$ cat config.mk
export PLATFORM = sky130hd
export DESIGN_NAME = video_regs
export DESIGN_NICKNAME = d
export VERILOG_FILES = /design/src/hdl/snk_video_pkg.sv /design/src/hdl/video_regs.sv
export SDC_FILE = /design/constraint.sdc
export NUM_CORES = 1
export LEC_CHECK = 0
export ABC_AREA = 1
export BUFFER_PORTS_ARGS = -buffer_cell sky130_fd_sc_hd__buf_4
export CAP_MARGIN = 0
export CELL_PAD_IN_SITES_DETAIL_PLACEMENT = 1
export CELL_PAD_IN_SITES_GLOBAL_PLACEMENT = 1
export CORE_UTILIZATION = 16
export CTS_BUF_LIST = sky130_fd_sc_hd__clkbuf_8
export CTS_CLUSTER_SIZE = 12
export DETAILED_ROUTE_END_ITERATION = 8
export GPL_TIMING_DRIVEN = 0
export HOLD_SLACK_MARGIN = 0.08
export PLACE_DENSITY = 0.92
export SLEW_MARGIN = 20
export SYNTH_ARGS = -nofsm -noshare
export SYNTH_HDL_FRONTEND = slang
export SYNTH_SLANG_ARGS = --single-unit
$ cat constraint.sdc
create_clock -name clk_sys -period 2.2 [get_ports clk_sys]
set_input_delay 0.44 -clock clk_sys [delete_from_list [all_inputs] [get_ports clk_sys]]
set_output_delay 0.44 -clock clk_sys [all_outputs]
set_load 0.005 [all_outputs]
$ cat src/hdl/snk_video_pkg.sv
// video path shared definitions
`default_nettype none

package snk_video_pkg;

  // ==========================================================================
  // raster geometry
  // ==========================================================================
  localparam int H_TOTAL     = 384;  // pixels per line
  localparam int H_ACTIVE    = 256;  // hc 0..255 visible
  localparam int V_TOTAL     = 264;
  localparam int V_START     = 16;   // first visible line
  localparam int V_END       = 239;  // last visible line
  localparam int HSYNC_START = 288;
  localparam int HSYNC_LEN   = 32;
  localparam int VSYNC_START = 244;
  localparam int VSYNC_LEN   = 8;

  // pixels from raster count to rgb out: 4 in the text layer, 2 in the palette
  localparam int PIX_DELAY = 6;

  localparam logic [10:0] BG_PEN = 11'h7ff;

  // ==========================================================================
  // host address map and memory sizes
  // ==========================================================================
  localparam logic [23:0] FG_RAM_BASE   = 24'h0C0000;
  localparam logic [23:0] PAL_BASE      = 24'h400000;
  localparam logic [23:0] FLIP_REG_ADDR = 24'h080000;  // flip in data bit 3

  localparam int FG_RAM_AW = 11;  // words
  localparam int PAL_AW    = 11;
  localparam int GFX_AW    = 15;

  typedef struct packed {
    logic [23:0] addr;  // byte address, or word offset after decode
    logic [15:0] data;
    logic [1:0]  be;    // upper, lower
  } host_wr_t;

  typedef struct packed {
    logic [8:0] hc;
    logic [8:0] vc;
  } raster_t;

  typedef struct packed {
    logic [4:0] r;
    logic [4:0] g;
    logic [4:0] b;
  } rgb_t;

endpackage

`default_nettype wire

$ cat src/hdl/video_regs.sv
// host write decode and flip register
`timescale 1ns/10ps
`default_nettype none

module video_regs (
  input  wire                      clk_sys,
  input  wire                      reset,
  input  wire snk_video_pkg::host_wr_t host_wr,
  input  wire                      host_we,
  output logic                     fg_we,
  output logic                     pal_we,
  output snk_video_pkg::host_wr_t  ram_wr,
  output logic                     flip
);

  // word offset wide enough for the larger of the two RAMs
  localparam int WORD_AW = (snk_video_pkg::FG_RAM_AW > snk_video_pkg::PAL_AW) ?
                           snk_video_pkg::FG_RAM_AW : snk_video_pkg::PAL_AW;

  logic fg_hit;
  logic pal_hit;
  logic flip_hit;

  // windows are sized by the RAM depth, 2 bytes per word
  assign fg_hit  = host_wr.addr[23:snk_video_pkg::FG_RAM_AW+1] ==
                   snk_video_pkg::FG_RAM_BASE[23:snk_video_pkg::FG_RAM_AW+1];
  assign pal_hit = host_wr.addr[23:snk_video_pkg::PAL_AW+1] ==
                   snk_video_pkg::PAL_BASE[23:snk_video_pkg::PAL_AW+1];
  assign flip_hit = host_wr.addr[23:1] == snk_video_pkg::FLIP_REG_ADDR[23:1];

  assign fg_we  = host_we & fg_hit;
  assign pal_we = host_we & pal_hit;

  always_comb begin
    ram_wr      = host_wr;
    ram_wr.addr = 24'(host_wr.addr[WORD_AW:1]);  // byte address to word offset
  end

  // bit 3 sits in the low byte
  always_ff @(posedge clk_sys) begin
    if (reset) begin
      flip <= 1'b0;
    end else if (host_we && flip_hit && host_wr.be[0]) begin
      flip <= host_wr.data[3];
    end
  end

  a_one_ram : assert property (@(posedge clk_sys) disable iff (reset)
    !(fg_we && pal_we));

endmodule

`default_nettype wire

After elaboration in Yosys (flattened, before gate mapping)
Index checks and enable logic that the tools add are counted.
Word-level totals
  register bits: 1
  word-level logic and storage cells: 8
Operators by class
  eq/ne operators: 3
  bitwise gates (word level): 2
  reductions and logical operators: 2
Operators with widths (number)
  == test 23 x 19 -> 1 bit, second input constant: 1
  == test 12 x 11 -> 1 bit, second input constant: 1
  == test 12 x 8 -> 1 bit, second input constant: 1
  bitwise AND 1 bit: 2
  logical AND 1 bit: 2

Longest topological paths before layout
  depth after elaboration: 3
  depth in mapped cells: 8
  depth with buffers taken out: 8

Worst setup path before layout
OpenSTA, ideal clock, no wires.
  path type: input -> output
  start point: input host_wr[32] (netlist bit)
  end point: output fg_we
  arrival: 897 ps
  path slack: 863 ps
  stages on the path: 5
  path buffers: 0
  cell sequence: inv_1 > nand2_1 > nor2_2 > nand4_1 > nor3_1
On the way
  longest elaborated chain between the ends: 2
Ends and longest elaborated chain
  start: declaration: RTL line video_regs.sv:8  | input wire snk_video_pkg::host_wr_t host_wr,
  == test 12 x 8 -> 1 bit: RTL line video_regs.sv:25  | assign fg_hit = host_wr.addr[23:snk_video_pkg::FG_RAM_AW+1] ==
  bitwise AND 1 bit: RTL line video_regs.sv:31  | assign fg_we = host_we & fg_hit;
  end: declaration: RTL line video_regs.sv:10  | output logic fg_we,
Every way passes these cells.

Worst setup path after layout
Same ends and word-level chain as after synthesis.

==> impl_results.md <==
- Diode count: 0
- Most used cell, CP: buf_4
- Hold Buf Count CTS: 0
- First-pass GRT wire length: between 2 and 2.5 mm
- Overall Power: 182 uW
- Number of flip-flops in the largest register: 1
- Synthesized cell area: 534 sq um
- RSZ-0062 raised after global routing: no
- Largest Register: flip
- Type of the worst setup path: primary input to primary output
- Post-DP HPWL: around 1.6 mm
- Share of layout cells above drive strength 1: 0.632
- Worst R2R Setup Slack: 1.64 ns
- GRT Util Overall: 0.0829
- Final non-filler cell total: 207
- Sequential cell area fraction in the yosys report: 0.0375
- Clock latency on the worst-skew pair: 0 ns
- DP Worst Slack: 0.542 ns
- Initial antenna violation count: 0
- Routed WL per cell: between 8 and 9 um
- Post-cts sizing count: 0
- Drt initial violations: 4
- Synth Area in Adders: 0
- Max Clock Skew: 0 ns
- I/O pin total: 90
- DIE AREA: 3570 sq um
- Synthesis-to-layout area growth: 102%
- Worst Setup Start Kind: primary input
- CP required: 1.76 ns
- Final setup fails: 0
- Syn. warnings: 0
- Mux contribution to synthesized area: 0
- Clk slew on worst S/H paths: 0 ns
- CP endpoint kind: primary output
- Mapped Cells: 92
- Fillers: 436
- Max Fclk: 609 MHz
- Hold/Removal Path Class: flop to flop
- Xor/xnor share of the synthesized area: 0
- Tcrit/Tclk final: 0.746
- Count of cell types in the netlist: 11
- Worst-path maximum fanout: 3
- Routed vias/inst: between 3 and 4
- Worst Setup Slack, final: 0.559 ns
- Syn avg cell area: 5.81 sq um
- Final hold slack: 0.474 ns
- Largest net degree at the start of global routing: 4
- Die height: between 50 and 60 um
- Pwr/cell area: 169 nW/um^2
- Fin crit period: 1.64 ns
- Via count of the first global-routing pass: 600
- Port Buf Inserts: 59
- Post-DRT Antenna Nets: 0
- Initial Utilization: 0.172
- Peak supply drop: 56.7 uV
- Post-Synth Simple-Gate Area: 0.251
- TNS Setup: 0 ns
- Post-CTS repair timing setup buffer count: 0
- Main combinational cell family by area after synthesis: buffers and inverters
- GP Congestion: 0.637
- FF+latch count, synth: 1
- Crit path largest cell delay: around 0.16 ns
- Top Registers: flip: 1 flops
- # DRC: 0
- Maxcap violations: 0
- Final #Nets: 210
- Global route overflow: 0
- CP cell instances: buf_4 -> inv_1 -> nand2_1 -> nor2_2 -> nand4_1 -> nor3_1 -> buf_4
- Core Area: 3100 sq um
- Site Rows: 20
- Leakage: roughly 0.67 nW
- Crit path arrival time: 1.20 ns
- Die Wd: 59.8 um
- Aggregate routed wire length: 1.68 mm
- Slowest cell on the critical path: nor2_2
- DR vias: 683
- Slew Viols, Final: 0
- Placed Cells: 207
- Final Hold Viols: 0
- Router iterations before antenna repair: 2
- Synth Area in Compound Gates: 0.00937
- Status: finished, final reports clean
[synthesized netlist by cell type]
cell type / count / area (sq um)
nor2_2: 2 / 12.5
conb_1: 1 / 3.75
nand3_1: 4 / 20.0
inv_1: 15 / 56.3
dfxtp_1: 1 / 20.0
buf_4: 42 / 315
nor3_1: 1 / 5.00
nand2_1: 11 / 41.3
nand4_1: 1 / 6.26
a21oi_1: 1 / 5.00
nor2_1: 13 / 48.8
[kinds of logic after synthesis]
group,after synthesis
other,1
AND/OR/NAND/NOR,32
flip-flops,1
AO/OA/AOI/OAI,1
buffers and inverters,57
[worst max-delay path: cells and delay by family]
| family | cells | cell delay, ns |
|---|---|---|
| and+or+nand+nor | 4 | 0.46 |
| buffers and inverters | 3 | 0.29 |
[metal layers]
| layer | wire length (um) | up-vias | global-route usage |
|---|---|---|---|
| li1 | - | 355 | - |
| met1 | 529 | 281 | 0.0851 |
| met2 | 947 | 47 | 0.183 |
| met3 | 207 | 0 | 0.00866 |
| met4 | 0 | 0 | 0 |
| met5 | 0 | - | 0 |
[path summary, 6_finish.rpt]
| kind | start | depth (start not counted) | endpoint |
|---|---|---|---|
| setup / recovery | host_wr[32] | 7 | fg_we |
| hold / removal | flip | 2 | flip |
| setup reg to reg | flip | 2 | flip |
| hold reg to reg | flip | 2 | flip |
[per-stage QoR]
step / util / cell area (sq um)
floorplan: - / 579
finish: 0.347 / 1080
global placement: 0.347 / 1080
global route: 0.347 / 1080
CTS: 0.347 / 1080
detailed placement: 0.347 / 1080
[where the power goes]
part | switching [mW] | internal, mW | total, mW
sequential | 0.000000000614 | 0.0185 | 0.0185
clock | 0 | 0 | 0
combinational | 0.0495 | 0.114 | 0.164
total | 0.0495 | 0.132 | 0.182
[cell type report]
type	count	area [sq um]	area share
flip-flops and latches	1	20.0	0.0186
plain buffers	42	315	0.293
repair buffers	59	443	0.411
inverters	15	56.3	0.0523
well taps	44	55.1	0.0511
multi-input cells	46	188	0.174
[layout by cell type (no fill, tap or decap)]
cell type | synthesis | routed
a21oi_1 | 1 | 1
nand4_1 | 1 | 1
inv_1 | 15 | 15
nor2_1 | 13 | 13
nand2_1 | 11 | 11
conb_1 | 1 | 13
nor2_2 | 2 | 2
buf_4 | 42 | 101
nand3_1 | 4 | 4
dfxtp_1 | 1 | 1
nor3_1 | 1 | 1
Note: power is estimated with default switching activity, not from simulation.
