$ cat src/hdl/snk_video_pkg.sv
// video path shared definitions
`default_nettype none

package snk_video_pkg;

  // ==========================================================================
  // raster geometry
  // ==========================================================================
  localparam int H_TOTAL     = 384;  // pixels per line
  localparam int H_ACTIVE    = 256;  // hc 0..255 visible
  localparam int V_TOTAL     = 264;
  localparam int V_START     = 16;   // first visible line
  localparam int V_END       = 239;  // last visible line
  localparam int HSYNC_START = 288;
  localparam int HSYNC_LEN   = 32;
  localparam int VSYNC_START = 244;
  localparam int VSYNC_LEN   = 8;

  // pixels from raster count to rgb out: 4 in the text layer, 2 in the palette
  localparam int PIX_DELAY = 6;

  localparam logic [10:0] BG_PEN = 11'h7ff;

  // ==========================================================================
  // host address map and memory sizes
  // ==========================================================================
  localparam logic [23:0] FG_RAM_BASE   = 24'h0C0000;
  localparam logic [23:0] PAL_BASE      = 24'h400000;
  localparam logic [23:0] FLIP_REG_ADDR = 24'h080000;  // flip in data bit 3

  localparam int FG_RAM_AW = 11;  // words
  localparam int PAL_AW    = 11;
  localparam int GFX_AW    = 15;

  typedef struct packed {
    logic [23:0] addr;  // byte address, or word offset after decode
    logic [15:0] data;
    logic [1:0]  be;    // upper, lower
  } host_wr_t;

  typedef struct packed {
    logic [8:0] hc;
    logic [8:0] vc;
  } raster_t;

  typedef struct packed {
    logic [4:0] r;
    logic [4:0] g;
    logic [4:0] b;
  } rgb_t;

endpackage

`default_nettype wire

$ cat src/hdl/video_timing.sv
// raster timing generator
`timescale 1ns/10ps
`default_nettype none

module video_timing #(
  parameter int CE_DIV = 12
) (
  input  wire                    clk_sys,
  input  wire                    reset,
  output logic                   ce_pix,
  output snk_video_pkg::raster_t raster,
  output logic                   hbl,
  output logic                   vbl,
  output logic                   hsync,
  output logic                   vsync
);

  localparam int DIV_W = (CE_DIV > 1) ? $clog2(CE_DIV) : 1;

  logic [DIV_W-1:0] div_cnt;
  logic [8:0]       hc;
  logic [8:0]       vc;
  logic [8:0]       hc_nxt;
  logic [8:0]       vc_nxt;

  // ==========================================================================
  // pixel clock enable
  // ==========================================================================
  always_ff @(posedge clk_sys) begin
    if (reset) begin
      div_cnt <= '0;
      ce_pix  <= 1'b0;
    end else begin
      ce_pix  <= (div_cnt == DIV_W'(CE_DIV - 1));
      div_cnt <= (div_cnt == DIV_W'(CE_DIV - 1)) ? '0 : div_cnt + 1'b1;
    end
  end

  // ==========================================================================
  // counters, with blanking and sync decoded from the next count
  // ==========================================================================
  always_comb begin
    hc_nxt = (hc == 9'(snk_video_pkg::H_TOTAL - 1)) ? 9'd0 : hc + 9'd1;
    vc_nxt = vc;
    if (hc == 9'(snk_video_pkg::H_TOTAL - 1)) begin
      vc_nxt = (vc == 9'(snk_video_pkg::V_TOTAL - 1)) ? 9'd0 : vc + 9'd1;
    end
  end

  // reset parks on the last pixel of the frame so the flags agree with the counts
  always_ff @(posedge clk_sys) begin
    if (reset) begin
      hc    <= 9'(snk_video_pkg::H_TOTAL - 1);
      vc    <= 9'(snk_video_pkg::V_TOTAL - 1);
      hbl   <= 1'b1;
      vbl   <= 1'b1;
      hsync <= 1'b0;
      vsync <= 1'b0;
    end else if (ce_pix) begin
      hc    <= hc_nxt;
      vc    <= vc_nxt;
      hbl   <= (hc_nxt >= 9'(snk_video_pkg::H_ACTIVE));
      vbl   <= (vc_nxt < 9'(snk_video_pkg::V_START)) || (vc_nxt > 9'(snk_video_pkg::V_END));
      hsync <= (hc_nxt >= 9'(snk_video_pkg::HSYNC_START)) &&
               (hc_nxt < 9'(snk_video_pkg::HSYNC_START + snk_video_pkg::HSYNC_LEN));
      vsync <= (vc_nxt >= 9'(snk_video_pkg::VSYNC_START)) &&
               (vc_nxt < 9'(snk_video_pkg::VSYNC_START + snk_video_pkg::VSYNC_LEN));
    end
  end

  assign raster = '{hc: hc, vc: vc};

  // the RAM reads downstream need at least one idle clock between pixels
  a_ce_single : assert property (@(posedge clk_sys) disable iff (reset)
    ce_pix |=> !ce_pix);

endmodule

`default_nettype wire

$ cat config.mk
export PLATFORM = sky130hd
export DESIGN_NAME = video_timing
export DESIGN_NICKNAME = d
export VERILOG_FILES = /design/src/hdl/snk_video_pkg.sv /design/src/hdl/video_timing.sv
export SDC_FILE = /design/constraint.sdc
export NUM_CORES = 1
export LEC_CHECK = 0
export BUFFER_PORTS_ARGS = -buffer_cell sky130_fd_sc_hd__buf_2
export CAP_MARGIN = 20
export CORE_ASPECT_RATIO = 1.2
export CORE_MARGIN = 2
export CORE_UTILIZATION = 59
export DETAILED_ROUTE_END_ITERATION = 7
export GPL_ROUTABILITY_DRIVEN = 0
export MAX_ROUTING_LAYER = met4
export PLACE_DENSITY = 0.83
export SYNTH_ARGS = -nofsm -noshare
export SYNTH_HDL_FRONTEND = slang
export SYNTH_SLANG_ARGS = --single-unit
$ cat constraint.sdc
create_clock -name clk_sys -period 3.1 [get_ports clk_sys]
set_input_delay 0.155 -clock clk_sys [delete_from_list [all_inputs] [get_ports clk_sys]]
set_output_delay 0.155 -clock clk_sys [all_outputs]
set_load 0.02 [all_outputs]
# Word level (Yosys, flattened, before mapping)
# Index checks and enable logic that the tools add are counted.
[totals] input_bits=2 regBits=27 word_cells=28 output_inout_bits=23
[op_classes] n_mux=3 n_reduce_logical=4 addsub=3 eq_ne=3 magnitude_cmp=7
[op_table] op="$mux 9" count=3
[op_table] op="$add 9x1->9 const B" count=2
[op_table] op="$eq 9x9->1 const B" count=2
[op_table] op="$ge 9x9->1 const B" count=2
[op_table] op="$ge 9x8->1 const B" count=1
[op_table] op="$gt 9x8->1 const B" count=1
[op_table] op="$lt 9x5->1 const B" count=1
[op_table] op="$lt 9x8->1 const B" count=1
[op_table] op="$lt 9x9->1 const B" count=1
[op_table] op="$add 4x1->4 const B" count=1
[op_table] op="$eq 4x4->1 const B" count=1
[op_table] op="$logic_and 1x1->1" count=2
[op_table] op="$reduce_or 2->1" count=1
[op_table] op="$logic_or 1x1->1" count=1

# Logic depth before layout (Yosys ltp)
# Gate-level depths: netlist (run 1).
[depth] depth_word=5 ltp_mapped=8

# Least setup slack after synthesis (run 1)
# OpenSTA, ideal clock, no wires.
[synth_timing] path_kind="register to register" startpoint="register hc[0]" endpoint="register vsync" t_arrival_ps=2024 setup_time_ps=87 period_less_slack_ps=2111 path_stages_with_launch=9 slack_ps=989 path_cell_list="dfxtp_1 -> ha_1 -> nand4_4 -> or2_1 -> buf_6 -> nor3_4 -> xor2_1 -> o2111ai_1 -> o31ai_1"
[synth_via] elab_chain_len=4 elab_cells_between_ends=5 cone_classes="order compare (2); eq/ne (1); mux (1); reduce/logical (1)"
[synth_lines] item="start, declared" line_no="video_timing.sv:21" rtl="logic [8:0] hc;"
[synth_lines] item="start signal, assigned" line_no="video_timing.sv:53" rtl="hc <= 9'(snk_video_pkg::H_TOTAL - 1);"
[synth_lines] item="start signal, assigned" line_no="video_timing.sv:60" rtl="hc <= hc_nxt;"
[synth_lines] item="$eq 9x9->1 *" line_no="video_timing.sv:45" rtl="if (hc == 9'(snk_video_pkg::H_TOTAL - 1)) begin"
[synth_lines] item="$mux 9 *" line_no="video_timing.sv:45"
[synth_lines] item="$ge 9x8->1 or $lt 9x8->1 (tied branches)" line_no="video_timing.sv:66, video_timing.sv:67"
[synth_lines] item="$logic_and 1x1->1 *" line_no="video_timing.sv:66" rtl="vsync <= (vc_nxt >= 9'(snk_video_pkg::VSYNC_START)) &&"
[synth_lines] item="end signal, assigned" line_no="video_timing.sv:66"
[synth_lines] item="end, declared" line_no="video_timing.sv:15" rtl="output logic vsync"
# Every way passes the cells marked *; elsewhere a longest branch is shown, timed or not.
# A chain may end at the register's enable or synchronous reset.

# Final worst setup path (run 1)
# Same ends and word-level chain as after synthesis.

==> impl_metrics.sql, run 1 <==
INSERT INTO impl_metrics (metric_group, metric, value, unit) VALUES
('grt', 'groute.usage.overall', '25.2', '%'),
('placement', 'place.port_buffers', '24', ''),
('critical_path', 'path_max_fanout', '10', ''),
('logic_synthesis', 'syn-cell-area', '1510', 'um^2'),
('power_and_ir_drop', 'netSwitchingFraction', '21.2', '%'),
('cells_and_area', 'final.fill_count', '209', ''),
('route', 'route.vias.total', '1444', ''),
('die', 'die_width', '50.2', 'um'),
('critical_path', 'cp-start-kind', 'flip-flop', ''),
('logic_synthesis', 'yosys-top-cells-area', 'dfxtp_1, nor2_1, nand2_1', ''),
('die', 'rows', '20', ''),
('route', 'via_density_per_instance', '6.07', ''),
('power_and_ir_drop', 'cellInternalPower', '407', 'uW'),
('cells_and_area', 'nNetsFinal', '211', ''),
('route', 'drt-total-wl', '3.27', 'mm'),
('sta', 'max_freq', '452', 'MHz'),
('grt', 'globalRouteOverflowTotal', '0', ''),
('cells_and_area', 'area_of_the_multi_input_gates', '920', 'um^2'),
('cts', 'postCtsHoldBufs', '0', ''),
('hold_path', 'whs_path_cells', '2', ''),
('cts', 'ctsLongestPathBuffers', '2', ''),
('logic_synthesis', 'async_flop_share', '0', '%'),
('sta', 'timing.setup.tns', '0', 'ps'),
('sta', 'timing.final.crit_share', '71.3', '%'),
('die', 'floorplan.core_area', '2480', 'um^2'),
('logic_synthesis', 'yosys_most_used_dff', 'dfxtp_1', ''),
('cells_and_area', 'final_layout_size_suffix_gt1_share', '17.1', '%'),
('cts', 'post_cts.repair.setup_buffers', '0', ''),
('sta', 'clock_skew', '5.19', 'ps'),
('logic_synthesis', 'synth_cell_types', '47', ''),
('logic_synthesis', 'sequential_fraction_of_the_synthesis_area', '35.7', '%'),
('die', 'ios', '25', ''),
('logic_synthesis', 'number_of_synthesized_flops_with_an_enable_pin', '0', ''),
('sta', 'grt_setup_unrepaired', 'no', ''),
('placement', 'hpwlAfterDp', '2.37', 'mm'),
('cts', 'cts_tree', 'built', ''),
('sta', 'finalSetupViolCount', '0', ''),
('cts', 'clockRootBuffer', 'clkbuf_4', ''),
('sta', 'slew_violations', '0', ''),
('hold_path', 'hold_path_class', 'in2reg', ''),
('critical_path', 'worst-endpoint-arrival', '2450', 'ps'),
('cts', 'cts_repair_resize_count', '0', ''),
('logic_synthesis', 'synth_cells', '187', ''),
('cts', 'ctsHtreeMaxLevel', '1', ''),
('critical_path', 'launch_point_of_the_worst_reg_to_reg_path', 'hc[0]', ''),
('grt', 'grt_start_max_net_pins', '29', ''),
('cts', 'cts_num_sinks', '27', ''),
('cts', 'worst_setup_hold_path_clk_slew', '140', 'ps'),
('logic_synthesis', 'synth.avg_cell_area', '8.09', 'um^2'),
('critical_path', 'cp_slowest_cell', 'dfxtp_1', ''),
('power_and_ir_drop', 'power.leakage', '0.665', 'nW'),
('sta', 'tmin_final', '2210', 'ps'),
('critical_path', 'critical_path_class', 'reg2reg', ''),
('sta', 'worst_hold_slack', '262', 'ps'),
('critical_path', 'critical_path.endpoint_type', 'flip-flop', ''),
('hold_path', 'hp-start', 'reset', ''),
('cells_and_area', 'area.growth.synth_to_final', '9.43', '%'),
('die', 'chipHeight', '59.5', 'um'),
('grt', 'global_route_wire_length_before_repair', '5.73', 'mm'),
('sta', 'max-slew-margin-rel', '58.1', '%'),
('sta', 'worst_slew_pin_slew', '627', 'ps'),
('power_and_ir_drop', 'pwr_density_cell', '312', 'nW/um^2'),
('power_and_ir_drop', 'power_frac_seq', '68.4', '%'),
('outcome', 'status', 'finished, final reports clean', ''),
('critical_path', 'timing.reg2reg.worst_path_depth', '7', ''),
('sta', 'total_count_of_hold_check_failures_in_the_final_report', '0', ''),
('route', 'drt_iter0_drc', '38', ''),
('logic_synthesis', 'syn-num-nets', '192', ''),
('job', 'max_cap_violations', '0', ''),
('grt', 'via_count_of_the_first_global_routing_pass', '1338', ''),
('die', 'initial_core_util', '61.1', '%');
worst max path at each step:
stage | slack [ps] | depth (start not counted) | end
after floorplan | 990 | 8 | vsync
after global placement | 1040 | 7 | vc[7]
after detailed placement | 920 | 7 | vsync
after CTS | 890 | 7 | vsync
after global routing | 670 | 7 | vsync
final | 890 | 7 | vsync
cell type report:
| cell class | count | area share [%] |
|---|---|---|
| multi-input combinational | 148 | 55.6 |
| sequential | 27 | 32.7 |
| timing repair buffer | 24 | 7.26 |
| tap | 33 | 2.49 |
| clock buffer | 4 | 1.59 |
| inverter | 2 | 0.454 |
flip-flops by register name, indices dropped and copies added (netlist names):
| name | flops |
|---|---|
| hc | 9 |
| vc | 9 |
| div_cnt | 4 |
| ce_pix | 1 |
| hbl | 1 |
| hsync | 1 |
| vbl | 1 |
| vsync | 1 |
cell families (layout without fill, tap and decap cells):
| logic type | after synthesis | in the layout | synth area share, % |
|---|---|---|---|
| multiplexers | 5 | 5 | 3.31 |
| AO/OA/AOI/OAI | 35 | 35 | 15.6 |
| XOR/XNOR | 10 | 10 | 5.79 |
| adder cells (fa/ha/maj) | 3 | 3 | 2.48 |
| AND/OR/NAND/NOR | 95 | 95 | 33.7 |
| buffers and inverters | 12 | 30 | 3.47 |
| flip-flops | 27 | 27 | 35.7 |
power groups by stage:
stage | logic (mW) | clock network (mW) | registers (mW)
global placement | 0.0147 | 0 | 0.360
CTS | 0.0157 | 0.158 | 0.353
floorplan | 0.0130 | 0 | 0.360
detailed placement | 0.0155 | 0 | 0.361
global route | 0.0178 | 0.167 | 0.354
finish | 0.0156 | 0.148 | 0.353
metrics by stage:
stage	area (um^2)	util [%]	worst slack, ps	cells	power [mW]
after floorplan	1510	-	989	187	0.373
after global placement	1630	65.8	1040	234	0.375
after detailed placement	1630	65.8	917	234	0.376
after CTS	1660	66.8	892	238	0.527
after global routing	1660	66.8	674	238	0.539
final	1660	66.8	890	238	0.517
Yosys cell counts (2+ instances only):
library cell	instances
a21boi_0	2
dfxtp_1	27
and3_1	3
and2_1	2
ha_1	3
nor2_1	25
xor2_1	4
nand2_1	20
inv_1	2
o311ai_0	2
a21oi_1	8
nor3b_1	2
nand2b_1	7
o31ai_1	2
clkbuf_1	9
xnor2_1	6
nand3b_1	3
nor2b_1	4
mux2i_1	5
nor3_1	9
nand4_1	2
nand3_1	6
a31oi_1	2
o21ai_0	9
routing by layer:
layer	global-route usage (%)	routed length, um
met1	28.1	1390
met2	45.7	1720
met3	2.78	136
met4	9.92	25
met5	-	0
(Power assumes the default switching activity.)
==> run 2, diff against run 1 <==
--- a/config.mk
+++ b/config.mk
@@ -9,11 +9,11 @@
 export CAP_MARGIN = 20
 export CORE_ASPECT_RATIO = 1.2
 export CORE_MARGIN = 2
-export CORE_UTILIZATION = 59
+export CORE_UTILIZATION = 55
 export DETAILED_ROUTE_END_ITERATION = 7
 export GPL_ROUTABILITY_DRIVEN = 0
 export MAX_ROUTING_LAYER = met4
-export PLACE_DENSITY = 0.83
+export PLACE_DENSITY = 0.78
 export SYNTH_ARGS = -nofsm -noshare
 export SYNTH_HDL_FRONTEND = slang
 export SYNTH_SLANG_ARGS = --single-unit
==> constraint.sdc (replaced) <==
create_clock -name clk_sys -period 2.3 [get_ports clk_sys]
set_input_delay 0.115 -clock clk_sys [delete_from_list [all_inputs] [get_ports clk_sys]]
set_output_delay 0.115 -clock clk_sys [all_outputs]
set_load 0.02 [all_outputs]
==> run 2 against run 1 <==
  * Non-clock buffer count increased by 2
  * Largest power group unchanged
  * Clock-buffer cell count down 1
  * Clock power increased by 49%
  * Sequential share of layout area shrank 0.41 points
  * Register-to-register slack worse by 690 ps
  * Power up 39%
  * Hold slack got worse by 63 ps
  * Routed wire length is 2.1% higher
  * Final cell count rose by 0.84%
  * Critical path depth unchanged
  * Clock skew up 1.2 ps
  * Flip-flop and latch count unchanged
==> impl_metrics.sql, run 2 (synthesis results as in run 1) <==
INSERT INTO impl_metrics (metric_group, metric, value, unit) VALUES
('outcome', 'status', 'finished, final reports clean', ''),
('power_and_ir_drop', 'total_power', '719', 'uW'),
('die', 'die_width', '51.9', 'um'),
('sta', 'worst_hold_slack', '199', 'ps'),
('sta', 'timing.setup.tns', '0', 'ps'),
('cells_and_area', 'utilization', '65.0', '%'),
('cells_and_area', 'registers_with_the_most_flip_flops', 'hc: 9 flops, vc: 9 flops, div_cnt: 4 flops', ''),
('sta', 'total_count_of_hold_check_failures_in_the_final_report', '0', ''),
('critical_path', 'critical_path.endpoint_type', 'flip-flop', ''),
('critical_path', 'critical_path_class', 'reg2reg', ''),
('route', 'routed_wire_length_per_instance', '13.9', 'um'),
('placement', 'hpwlAfterDp', '2.43', 'mm'),
('critical_path', 'crit_path_cell_trace', 'ha_1 -> nand4_4 -> nor2_2 -> nand2_1 -> nor2_1 -> nor2_1 -> a311oi_1', ''),
('sta', 'timing.final.crit_share', '91.5', '%'),
('cells_and_area', 'most_frequent_standard_cell_in_the_layout_excluding_fill_and_tap_cells', 'dfxtp_1', ''),
('cells_and_area', 'layout.cells.non_filler', '240', ''),
('route', 'via_density_per_instance', '6.07', ''),
('cts', 'ctsLongestPathBuffers', '2', ''),
('critical_path', 'cp_slowest_cell', 'dfxtp_1', ''),
('cells_and_area', 'area.growth.synth_to_final', '10.8', '%'),
('cts', 'cts_tree', 'built', ''),
('route', 'route.vias.total', '1457', ''),
('cells_and_area', 'final_cell_area', '1680', 'um^2'),
('grt', 'globalRouteOverflowTotal', '0', ''),
('critical_path', 'critical-path-max-stage-delay', '440', 'ps'),
('die', 'initial_core_util', '58.7', '%'),
('power_and_ir_drop', 'power.ir.vdd_worst', '0.313', 'mV'),
('cells_and_area', 'final_cell_mix', 'dfxtp_1, nor2_1, buf_2', ''),
('cells_and_area', 'final_layout_size_suffix_gt1_share', '18.8', '%'),
('sta', 'max_freq', '475', 'MHz'),
('sta', 'finalSetupViolCount', '0', ''),
('grt', 'grt_antenna_before_repair', '0', ''),
('critical_path', 'cp-start-kind', 'flip-flop', ''),
('route', 'drc', '0', ''),
('route', 'antenna_left', '0', ''),
('cts', 'ctsHtreeMaxLevel', '1', ''),
('die', 'rows', '20', ''),
('hold_path', 'hold_path_class', 'in2reg', ''),
('die', 'die-area', '3190', 'um^2'),
('power_and_ir_drop', 'pwr_density_cell', '429', 'nW/um^2'),
('placement', 'dpl_worst_slack', '149', 'ps'),
('route', 'drt_iter0_drc', '36', ''),
('power_and_ir_drop', 'power.leakage', '0.672', 'nW'),
('sta', 'max-slew-margin-rel', '59.5', '%'),
('route', 'drt-total-wl', '3.34', 'mm'),
('critical_path', 'worst-endpoint-arrival', '2360', 'ps'),
('placement', 'place.port_buffers', '24', ''),
('cts', 'tritoncts.num_buffers', '3', ''),
('critical_path', 'path_max_fanout', '10', ''),
('sta', 'grt_setup_unrepaired', 'no', ''),
('cells_and_area', 'nNetsFinal', '213', ''),
('cells_and_area', 'antenna_diode_count', '0', ''),
('grt', 'via_count_of_the_first_global_routing_pass', '1320', ''),
('die', 'ios', '25', ''),
('cts', 'cts_num_sinks', '27', ''),
('sta', 'worst_slew_pin_slew', '606', 'ps'),
('cts', 'postCtsHoldBufs', '0', ''),
('cts', 'worst_skew_pair.late_latency', '340', 'ps'),
('sta', 'post-route-worst-setup-slack', '195', 'ps'),
('job', 'max_cap_violations', '0', ''),
('sta', 'slew_violations', '0', ''),
('cts', 'clockRootBuffer', 'clkbuf_4', ''),
('grt', 'global_route_wire_length_before_repair', '5.55', 'mm'),
('placement', 'dpl-instance-area', '1640', 'um^2'),
('placement', 'post-place-cells', '236', ''),
('grt', 'groute.usage.overall', '23.5', '%'),
('sta', 'tmin_final', '2100', 'ps'),
('cts', 'worst_setup_hold_path_clk_slew', '160', 'ps'),
('sta', 'clock_skew', '6.41', 'ps'),
('die', 'chipHeight', '61.5', 'um'),
('critical_path', 'path_common_cell', 'nor2_1', ''),
('critical_path', 'regToRegSetupSlack', '200', 'ps'),
('route', 'first_pass_iters', '4', ''),
('critical_path', 'cp_data_required_time', '2560', 'ps'),
('die', 'floorplan.core_area', '2580', 'um^2'),
('grt', 'grt_start_max_net_pins', '29', '');
[run 2: changes by cell type in the layout (fill, tap and decap cells not counted)]
cell        change
or2_1           -1
clkbuf_1        -1
or2_4           +1
buf_4           +2
clkinvlp_4      +1
[run 2: final cells by class]
| class | count | area (um^2) |
|---|---|---|
| clock inverter | 1 | 7.51 |
| fill | 213 | 901 |
| multi-input combinational | 148 | 922 |
| clock buffer | 3 | 22.5 |
| timing repair buffer | 26 | 135 |
| tap | 33 | 41.3 |
| sequential | 27 | 541 |
| inverter | 2 | 7.51 |
[run 2: path summary, 6_finish.rpt]
kind | startpoint | end | depth (start not counted)
worst max-delay path | hc[0] | vc[5] | 7
worst min-delay path | reset | vc[3] | 2
worst max register to register | hc[0] | vc[5] | 7
worst min register to register | div_cnt[0] | div_cnt[0] | 1
[run 2: power by group]
| group | total [mW] | internal (mW) | switching [mW] |
|---|---|---|---|
| logic | 0.0209 | 0.00845 | 0.0125 |
| registers | 0.476 | 0.473 | 0.00371 |
| clock network | 0.221 | 0.0668 | 0.155 |
[run 2: routing by layer]
metal	vias up	wire length (um)	track usage, %
met1	685	1390	25.1
met4	0	53	12.0
met5	-	0	-
met2	52	1720	42.0
met3	9	173	3.40
li1	711	-	-
[run 2: worst max-delay path, delay by kind of cell (launching register included)]
| family | cells | cell delay, ps |
|---|---|---|
| AO/OA/AOI/OAI | 1 | 250 |
| adder cells (fa/ha/maj) | 1 | 280 |
| flip-flops | 1 | 440 |
| AND/OR/NAND/NOR | 5 | 1060 |
[run 2: repair_timing]
action | CTS | global route
hold endpoints to repair | 0 | 0
setup buffers | 0 | 0
resized for setup | 0 | 1
setup endpoints to repair | 0 | 1
